<file path="config.mk">
export PLATFORM = sky130hd
export DESIGN_NAME = cacheTop
export DESIGN_NICKNAME = d
export VERILOG_FILES = /design/src/source/cachePkg.sv /design/src/source/cacheTop.sv /design/src/source/cacheController.sv /design/src/source/cacheDataStore.sv /design/src/source/cacheTagStore.sv /design/src/source/ram2p1r1wbe.sv
export SDC_FILE = /design/constraint.sdc
export NUM_CORES = 2
export LEC_CHECK = 0
export BUFFER_PORTS_ARGS = -buffer_cell sky130_fd_sc_hd__buf_2
export CAP_MARGIN = 20
export CORE_ASPECT_RATIO = 1.2
export CORE_MARGIN = 3
export CORE_UTILIZATION = 40
export DETAILED_ROUTE_END_ITERATION = 8
export GPL_TIMING_DRIVEN = 1
export PLACE_DENSITY_LB_ADDON = 0.05
export SETUP_SLACK_MARGIN = 0.02
export SLEW_MARGIN = 5
export SYNTH_ARGS = -nofsm -noshare
export SYNTH_HDL_FRONTEND = slang
export SYNTH_HIERARCHICAL = 1
export SYNTH_SLANG_ARGS = --single-unit
</file>
<file path="constraint.sdc">
create_clock -name clk -period 32.1 [get_ports clk]
set_clock_uncertainty 0.05 [all_clocks]
set_input_delay 1.605 -clock clk [delete_from_list [all_inputs] [get_ports clk]]
set_output_delay 1.605 -clock clk [all_outputs]
set_load 0.01 [all_outputs]
</file>
<file path="src/source/cachePkg.sv">
// cacheLite shared definitions
// Cache geometry plus the CPU, response and memory request payloads

package cachePkg;

  ////////////////////////////////////////////////////////////////////////////
  // Geometry
  ////////////////////////////////////////////////////////////////////////////

  // CPU byte address
  localparam int AddrWidth   = 18;
  localparam int WordWidth   = 32;
  // One word per set, direct mapped
  localparam int NumSets     = 64;
  localparam int OffsetWidth = 2;
  localparam int IndexWidth  = 6;
  // Whatever is left above index and offset
  localparam int TagWidth    = AddrWidth - IndexWidth - OffsetWidth;
  localparam int ByteLanes   = WordWidth / 8;

  ////////////////////////////////////////////////////////////////////////////
  // Payloads
  ////////////////////////////////////////////////////////////////////////////

  // Byte address split, MSB first
  typedef struct packed {
    logic [TagWidth-1:0]    tag;
    logic [IndexWidth-1:0]  index;
    logic [OffsetWidth-1:0] byteOffset;
  } cacheAddrT;

  // CPU load or store
  typedef struct packed {
    cacheAddrT              addr;
    logic                   write;
    logic [WordWidth-1:0]   wdata;
    logic [ByteLanes-1:0]   byteEn;
  } cpuReqT;

  // Load data and hit flag back to the CPU
  typedef struct packed {
    logic [WordWidth-1:0]   rdata;
    logic                   hit;
  } cpuRspT;

  // Word addressed memory request
  typedef struct packed {
    logic [AddrWidth-OffsetWidth-1:0] addr;
    logic                             write;
    logic [WordWidth-1:0]             wdata;
    logic [ByteLanes-1:0]             byteEn;
  } memReqT;

endpackage
</file>
<file path="src/source/cacheTop.sv">
`timescale 1ns/1ps
// cacheLite top level
// Direct-mapped write-through data cache between a CPU and memory

module cacheTop (
  input  logic                           clk,
  input  logic                           rstN,
  // CPU side
  input  logic                           cpuReqValid,
  input  cachePkg::cpuReqT               cpuReq,
  output logic                           cpuReqReady,
  output logic                           cpuRspValid,
  output cachePkg::cpuRspT               cpuRsp,
  input  logic                           cpuRspReady,
  // Memory side
  output logic                           memReqValid,
  output cachePkg::memReqT               memReq,
  input  logic                           memReqReady,
  input  logic                           memRspValid,
  input  logic [cachePkg::WordWidth-1:0] memRspData,
  // Single-cycle invalidate
  input  logic                           flush
);

  // Lookup
  logic                            lookupEn;
  logic [cachePkg::IndexWidth-1:0] lookupIndex;
  logic [cachePkg::TagWidth-1:0]   lookupTag;
  logic                            hit;
  logic [cachePkg::WordWidth-1:0]  readData;
  // Writes into the stores
  logic                            tagWriteEn;
  logic                            dataWriteEn;
  logic [cachePkg::IndexWidth-1:0] fillIndex;
  logic [cachePkg::TagWidth-1:0]   fillTag;
  logic                            fillSel;
  logic [cachePkg::WordWidth-1:0]  storeData;
  logic [cachePkg::ByteLanes-1:0]  storeByteEn;
  logic [cachePkg::WordWidth-1:0]  fillData;
  logic                            flushSets;

  cacheController u_cacheController (.*);

  cacheTagStore u_cacheTagStore (
    .clk         (clk),
    .rstN        (rstN),
    .lookupEn    (lookupEn),
    .lookupIndex (lookupIndex),
    .lookupTag   (lookupTag),
    .hit         (hit),
    .tagWriteEn  (tagWriteEn),
    .fillIndex   (fillIndex),
    .fillTag     (fillTag),
    .flush       (flushSets)
  );

  cacheDataStore u_cacheDataStore (
    .clk         (clk),
    .lookupEn    (lookupEn),
    .lookupIndex (lookupIndex),
    .readData    (readData),
    .dataWriteEn (dataWriteEn),
    .writeIndex  (fillIndex),
    .fillSel     (fillSel),
    .storeData   (storeData),
    .storeByteEn (storeByteEn),
    .fillData    (fillData)
  );

endmodule

</file>
<file path="src/source/cacheController.sv">
`timescale 1ns/1ps
// Cache controller FSM
// Accepts CPU requests, runs lookup, miss fill, write-through and response

module cacheController (
  input  logic                            clk,
  input  logic                            rstN,
  // CPU request
  input  logic                            cpuReqValid,
  input  cachePkg::cpuReqT                cpuReq,
  output logic                            cpuReqReady,
  // CPU response
  output logic                            cpuRspValid,
  output cachePkg::cpuRspT                cpuRsp,
  input  logic                            cpuRspReady,
  // Memory request
  output logic                            memReqValid,
  output cachePkg::memReqT                memReq,
  input  logic                            memReqReady,
  // Memory response, no ready
  input  logic                            memRspValid,
  input  logic [cachePkg::WordWidth-1:0]  memRspData,
  // Invalidate request from outside
  input  logic                            flush,
  // Store read ports
  output logic                            lookupEn,
  output logic [cachePkg::IndexWidth-1:0] lookupIndex,
  output logic [cachePkg::TagWidth-1:0]   lookupTag,
  input  logic                            hit,
  input  logic [cachePkg::WordWidth-1:0]  readData,
  // Store write ports
  output logic                            tagWriteEn,
  output logic                            dataWriteEn,
  output logic [cachePkg::IndexWidth-1:0] fillIndex,
  output logic [cachePkg::TagWidth-1:0]   fillTag,
  output logic                            fillSel,
  output logic [cachePkg::WordWidth-1:0]  storeData,
  output logic [cachePkg::ByteLanes-1:0]  storeByteEn,
  output logic [cachePkg::WordWidth-1:0]  fillData,
  // Flush qualified by Idle
  output logic                            flushSets
);

  typedef enum logic [2:0] {
    Idle,
    Lookup,
    MemReq,
    MemWait,
    Respond
  } stateT;

  stateT            state;
  stateT            stateNext;
  cachePkg::cpuReqT reqQ;
  cachePkg::cpuRspT rspQ;
  logic             reqAccept;
  logic             fillNow;

  ////////////////////////////////////////////////////////////////////////////
  // Handshakes
  ////////////////////////////////////////////////////////////////////////////

  // Flush takes the Idle cycle, no request that cycle
  assign flushSets   = (state == Idle) && flush;
  assign cpuReqReady = (state == Idle) && !flush;
  assign reqAccept   = cpuReqValid && cpuReqReady;

  assign memReqValid = (state == MemReq);
  assign cpuRspValid = (state == Respond);
  assign cpuRsp      = rspQ;

  // Word address is tag and index, offset dropped
  assign memReq.addr   = {reqQ.addr.tag, reqQ.addr.index};
  assign memReq.write  = reqQ.write;
  assign memReq.wdata  = reqQ.wdata;
  // Reads fetch the full word
  assign memReq.byteEn = reqQ.write ? reqQ.byteEn : '1;

  ////////////////////////////////////////////////////////////////////////////
  // Store control
  ////////////////////////////////////////////////////////////////////////////

  // Lookup straight from the incoming request
  assign lookupEn    = reqAccept;
  assign lookupIndex = cpuReq.addr.index;
  assign lookupTag   = cpuReq.addr.tag;

  // Read miss fill on the memory response edge
  assign fillNow     = (state == MemWait) && memRspValid;
  assign tagWriteEn  = fillNow;
  // Write hit merges its bytes during Lookup
  assign dataWriteEn = fillNow || ((state == Lookup) && reqQ.write && hit);
  assign fillSel     = (state == MemWait);

  // Write index and tag from the captured request
  assign fillIndex   = reqQ.addr.index;
  assign fillTag     = reqQ.addr.tag;
  assign storeData   = reqQ.wdata;
  assign storeByteEn = reqQ.byteEn;
  assign fillData    = memRspData;

  ////////////////////////////////////////////////////////////////////////////
  // FSM
  ////////////////////////////////////////////////////////////////////////////

  always_comb begin
    stateNext = state;
    case (state)
      Idle:    if (reqAccept) stateNext = Lookup;
      // Read hit answers at once, everything else goes to memory
      Lookup:  stateNext = (!reqQ.write && hit) ? Respond : MemReq;
      MemReq:  if (memReqReady) stateNext = reqQ.write ? Respond : MemWait;
      MemWait: if (memRspValid) stateNext = Respond;
      Respond: if (cpuRspReady) stateNext = Idle;
      default: stateNext = Idle;
    endcase
  end

  always_ff @(posedge clk or negedge rstN) begin
    if (!rstN) begin
      state <= Idle;
    end else begin
      state <= stateNext;
    end
  end

  // Request and response payloads
  always_ff @(posedge clk) begin
    if (reqAccept) begin
      reqQ <= cpuReq;
    end
    // Writes carry hit with zero data, a read miss is overwritten below
    if (state == Lookup) begin
      rspQ.rdata <= reqQ.write ? '0 : readData;
      rspQ.hit   <= hit;
    end
    if (fillNow) begin
      rspQ.rdata <= memRspData;
      rspQ.hit   <= 1'b0;
    end
  end

endmodule

</file>
<file path="src/source/cacheDataStore.sv">
`timescale 1ns/1ps
// Data store for the direct-mapped cache
// One word per set, written by a memory fill or a CPU store merge

module cacheDataStore (
  input  logic                             clk,
  // Lookup, readData is valid the cycle after lookupEn
  input  logic                             lookupEn,
  input  logic [cachePkg::IndexWidth-1:0]  lookupIndex,
  output logic [cachePkg::WordWidth-1:0]   readData,
  // Single write port
  input  logic                             dataWriteEn,
  input  logic [cachePkg::IndexWidth-1:0]  writeIndex,
  // High selects the fill word, low the CPU store
  input  logic                             fillSel,
  input  logic [cachePkg::WordWidth-1:0]   storeData,
  input  logic [cachePkg::ByteLanes-1:0]   storeByteEn,
  input  logic [cachePkg::WordWidth-1:0]   fillData
);

  logic [cachePkg::WordWidth-1:0] writeData;
  logic [cachePkg::ByteLanes-1:0] writeByteEn;

  // Fill replaces the whole word, store touches only its lanes
  assign writeData   = fillSel ? fillData : storeData;
  assign writeByteEn = fillSel ? '1 : storeByteEn;

  ram2p1r1wbe #(
    .DEPTH (cachePkg::NumSets),
    .WIDTH (cachePkg::WordWidth)
  ) u_dataRam (
    .clk  (clk),
    .ce1  (lookupEn),
    .ra1  (lookupIndex),
    .rd1  (readData),
    .ce2  (dataWriteEn),
    .we2  (dataWriteEn),
    .wa2  (writeIndex),
    .wd2  (writeData),
    .bwe2 (writeByteEn)
  );

endmodule

</file>
<file path="src/source/cacheTagStore.sv">
`timescale 1ns/1ps
// Tag store for the direct-mapped cache
// Tag SRAM plus resettable valid flags, yields hit for the looked-up set

module cacheTagStore (
  input  logic                            clk,
  input  logic                            rstN,
  // Lookup, hit is valid the cycle after lookupEn
  input  logic                            lookupEn,
  input  logic [cachePkg::IndexWidth-1:0] lookupIndex,
  input  logic [cachePkg::TagWidth-1:0]   lookupTag,
  output logic                            hit,
  // Fill on a read miss
  input  logic                            tagWriteEn,
  input  logic [cachePkg::IndexWidth-1:0] fillIndex,
  input  logic [cachePkg::TagWidth-1:0]   fillTag,
  // Invalidate every set
  input  logic                            flush
);

  logic [cachePkg::NumSets-1:0]  validQ;
  logic                          validRdQ;
  logic [cachePkg::TagWidth-1:0] lookupTagQ;
  logic [cachePkg::TagWidth-1:0] storedTag;

  // Tag array, all lanes written on a fill
  ram2p1r1wbe #(
    .DEPTH (cachePkg::NumSets),
    .WIDTH (cachePkg::TagWidth)
  ) u_tagRam (
    .clk  (clk),
    .ce1  (lookupEn),
    .ra1  (lookupIndex),
    .rd1  (storedTag),
    .ce2  (tagWriteEn),
    .we2  (tagWriteEn),
    .wa2  (fillIndex),
    .wd2  (fillTag),
    .bwe2 ('1)
  );

  // Valid flags live in flops so reset and flush can clear them
  // Flush wins, it is only raised while no fill is in flight
  always_ff @(posedge clk or negedge rstN) begin
    if (!rstN) begin
      validQ   <= '0;
      validRdQ <= 1'b0;
    end else begin
      if (flush) begin
        validQ <= '0;
      end else if (tagWriteEn) begin
        validQ[fillIndex] <= 1'b1;
      end
      // Valid read lines up with the SRAM read
      if (lookupEn) begin
        validRdQ <= validQ[lookupIndex];
      end
    end
  end

  // Compare tag travels with the read
  always_ff @(posedge clk) begin
    if (lookupEn) begin
      lookupTagQ <= lookupTag;
    end
  end

  assign hit = validRdQ && (storedTag == lookupTagQ);

endmodule

</file>
<file path="src/source/ram2p1r1wbe.sv">
`timescale 1ns/1ps
// Two-port SRAM, one read port and one write port
// Behavioral read-first model with byte write enables

module ram2p1r1wbe #(
  parameter int DEPTH = 64,
  parameter int WIDTH = 32
) (
  input  logic                     clk,
  // Read port
  input  logic                     ce1,
  input  logic [$clog2(DEPTH)-1:0] ra1,
  output logic [WIDTH-1:0]         rd1,
  // Write port
  input  logic                     ce2,
  input  logic                     we2,
  input  logic [$clog2(DEPTH)-1:0] wa2,
  input  logic [WIDTH-1:0]         wd2,
  // One enable per byte, top bit also covers leftover MSBs
  input  logic [(WIDTH-1)/8:0]     bwe2
);

  // Storage, no reset on SRAM contents
  logic [WIDTH-1:0] mem [DEPTH];

  // Per-bit write mask expanded from the lane enables
  logic [WIDTH-1:0] bitMask;

  ////////////////////////////////////////////////////////////////////////////
  // Write
  ////////////////////////////////////////////////////////////////////////////

  // Bit b belongs to lane b/8
  // For a width like 10 the last lane holds only 2 bits
  always_comb begin
    for (int b = 0; b < WIDTH; b++) begin
      bitMask[b] = bwe2[b/8];
    end
  end

  // Merge enabled lanes, keep the rest of the word
  always_ff @(posedge clk) begin
    if (ce2 && we2) begin
      mem[wa2] <= (mem[wa2] & ~bitMask) | (wd2 & bitMask);
    end
  end

  ////////////////////////////////////////////////////////////////////////////
  // Read
  ////////////////////////////////////////////////////////////////////////////

  // Address sampled on an enabled edge, word valid just after it
  // Same-edge write to the same word returns the old contents
  // Output holds until the next enabled read
  always_ff @(posedge clk) begin
    if (ce1) begin
      rd1 <= mem[ra1];
    end
  end

endmodule

</file>
==> flow_metrics.tcl <==
set metrics [dict create \
    setup_slack_ns 24.98 \
    slowest_stage "buf_4" \
    drive_gt1_share_pct 32.2 \
    met3_usage_pct 7.23 \
    cts_made_buffers 318 \
    hold_violations 0 \
    fmax_mhz 140 \
    yosysUniqueCellTypes 83 \
    crit_fanout 46 \
    p_leak_nw 47.8 \
    finalPower_w 0.00982 \
    clkTransAtPathRegs_ns 0.06 \
    synthCells 7351 \
    die_x_um 535 \
    ys_seq_area_share_pct 64.5 \
    period_needed_ns 7.12 \
    finalNonFillerCells 12200 \
    finalMaxSlewViolations 2 \
    place_area_um2 141000 \
    grt_pass1_vias 83700 \
    htree_num_levels 5 \
    die_height_um 640 \
    yosys_warnings 6 \
    gp_congestion 0.896 \
    syn2layout_area_growth_pct 12.8 \
    avgSynthCellArea_um2 18.2 \
    cts_sinks 2894 \
    end_kind "register" \
    rsz0062_at_grt "false" \
    root_buffer "clkbuf_16" \
    critPathMaxStageDelay_ns 0.80 \
    clk_path_buf_depth 4 \
    crit_path_cell_trace "buf_8 > buf_4 > buf_4 > buf_4 > buf_4 > buf_4 > mux4_2 > mux4_2 > a22oi_1 > nand2_1" \
    cts_tree "done" \
    antenna_found_initial 38 \
    port_buffers 180 \
    power_density_nw_per_um2 64.9 \
    worstSkewPairLatency_ns 0.98 \
    stdcell_area_um2 151000 \
    peakVddDrop_v 0.0000437 \
    worst_path_most_repeated_cell "buf_4" \
    grt_use_met1_pct 41.1 \
    grt-ovfl-total 0 \
    routed_via_density 6.88 \
    grt_pass1_wl_um 756000 \
    ctsResizeCount 0 \
    coreArea_um2 333000 \
    drtIter0Drc 11700 \
    worstMarginPinSlew_ns 1.90 \
    first_pass_iters 6 \
    hold_class "reg -> reg" \
    top_usage_layer "met2" \
    critical_path_class "in -> reg" \
    globalRouteMet2Util_pct 52.0 \
    synthArstFlopShare_pct 2.35 \
    outcome "complete, but fails checks" \
    placedCellCount 11600 \
    vias 84300 \
    syn_area_um2 134000 \
    synth.ff_latch_count 2894 \
    slew_headroom_pct -30.1 \
    wire_per_inst_um 46.1 \
    ctsHoldBuffers 0 \
    die_area_um2 342000 \
    required_ns 32.67 \
    post_cts_buffers 0 \
    synth_edf_count 2825 \
    setup_viol 0 \
    grt_max_degree 137 \
    cp-start-kind "input pin" \
    synth-main-ff-cell "edfxtp_1" \
    antenna_left 0 \
    pre_cts_slack_ns 23.85 \
    fin_tns_setup_ns 0 \
    grtUsageTotal_pct 32.5 \
    fin_crit_sh_pct 22.2 \
    routed_wl_um 565000 \
    start_util_pct 40.3 \
    post-dp-hpwl_um 345000 \
    violations "slew limit" \
    maxCapViolations 0 \
    drc 0 \
    ios 183 \
    nets 7619 \
    num_rows 232 \
    crit_arrival_ns 7.69 \
]
-- cells in the mapped netlist (30+ instances only) --
master,instances,area [um2]
nand2_1,184,691
mux4_2,1088,24500
o211ai_1,30,225
o22ai_1,147,920
a21oi_1,208,1040
dfrtp_1,68,1700
nand3_1,50,250
a221oi_1,241,2110
buf_1,37,139
buf_2,209,1050
nor2_1,361,1360
nor2b_1,31,194
buf_4,174,1310
edfxtp_1,2825,84800
o21ai_0,130,651
buf_6,42,473
clkbuf_1,237,890
mux2i_1,327,3270
a22o_1,80,701
a221o_1,33,330
a22oi_1,214,1610
mux2_2,186,2090
-- final timing paths --
| kind | slack (ns) | from | cells after the start | end |
|---|---|---|---|---|
| max in group asynchronous | 30.62 | rstN | 2 | u_cacheTagStore/validQ[6] |
| hold reg to reg | 0.42 | u_cacheController/cpuRsp[0] | 2 | u_cacheController/cpuRsp[0] |
| setup / recovery | 24.98 | cpuReq[39] | 10 | u_cacheDataStore/u_dataRam/rd1[12] |
| hold / removal | 0.42 | u_cacheController/cpuRsp[0] | 2 | u_cacheController/cpuRsp[0] |
| min in group asynchronous | 0.79 | rstN | 2 | u_cacheTagStore/validQ[62] |
| setup reg to reg | 25.15 | u_cacheController/fillIndex[2] | 13 | u_cacheDataStore/u_dataRam/mem[5][1] |
-- worst max-delay path, delay by kind of cell --
kind                   cells  cell delay, ns
AOI/OAI and AO/OA          1            0.17
buffers and inverters      6            4.10
muxes                      2            1.15
and+or+nand+nor            1            0.30
-- metrics by stage --
step / hold slack [ns] / util [%]
floorplan: 0.404 / -
global placement: 0.393 / 42.2
detailed placement: 0.404 / 42.3
CTS: 0.414 / 45.3
global route: 0.449 / 45.4
finish: 0.416 / 45.4
-- flip-flops by register name (all words and copies together) (netlist names) --
signal and cells:
u_cacheController/storeData 32, u_cacheTagStore/u_tagRam/mem 640, u_cacheTagStore/validRdQ 1, u_cacheTagStore/lookupTagQ 10, u_cacheController/cpuRsp 33, u_cacheTagStore/u_tagRam/rd1 10, u_cacheDataStore/u_dataRam/rd1 32, u_cacheTagStore/validQ 64
u_cacheController/fillIndex 6, u_cacheController/state 3, u_cacheDataStore/u_dataRam/mem 2048, u_cacheController/memReq 1, u_cacheController/fillTag 10, u_cacheController/storeByteEn 4
-- area by class of cell --
type | instances | area, um2
Tap cell | 4446 | 5560
Antenna cell | 25 | 62.6
Clock buffer | 386 | 8420
Multi-Input combinational cell | 3727 | 44700
Inverter | 27 | 115
Fill cell | 28800 | 182000
Timing Repair Buffer | 557 | 4160
Clock inverter | 185 | 1710
Sequential cell | 2894 | 86600
-- routing by layer --
| layer | wire, um | share of wire (%) |
|---|---|---|
| met2 | 266000 | 47 |
| met5 | 94 | 0.017 |
| met4 | 36900 | 6.5 |
| met3 | 55800 | 9.9 |
| met1 | 207000 | 37 |
-- cells in the final DEF, fill, tap and decap left out, types with 56 or more instances in the layout --
cell / Yosys / routed
a22oi_1: 214 / 214
clkinv_1: 2 / 79
a221oi_1: 241 / 241
a21oi_1: 208 / 207
buf_2: 209 / 174
dfrtp_1: 68 / 68
nand2_1: 184 / 183
mux2i_1: 327 / 327
o21ai_0: 130 / 130
buf_4: 174 / 349
clkbuf_1: 237 / 56
edfxtp_1: 2825 / 2825
mux4_2: 1088 / 1088
mux2_2: 186 / 186
nor2_1: 361 / 274
o22ai_1: 147 / 147
clkbuf_16: 0 / 326
nor2_4: 0 / 71
a22o_1: 80 / 80
-- cell families (layout without fill, tap and decap cells) --
kind of cell	after synthesis	in the layout	share of synthesized area, %
compound gates	1314	1314	7.14
xor+xnor	10	10	0.0653
buf+inv	731	1155	3.01
flops	2894	2894	64.5
mux	1639	1639	22.7
other cells	1	27	0.00280
simple gates	762	762	2.55
-- power by group --
| group | leakage, nW | internal, W | switching, W |
|---|---|---|---|
| Combinational | 16.5 | 0.000464 | 0.00116 |
| Clock | 4.94 | 0.00209 | 0.00156 |
| Sequential | 26.3 | 0.00450 | 0.0000380 |
Power figures use the tool's default switching activity.
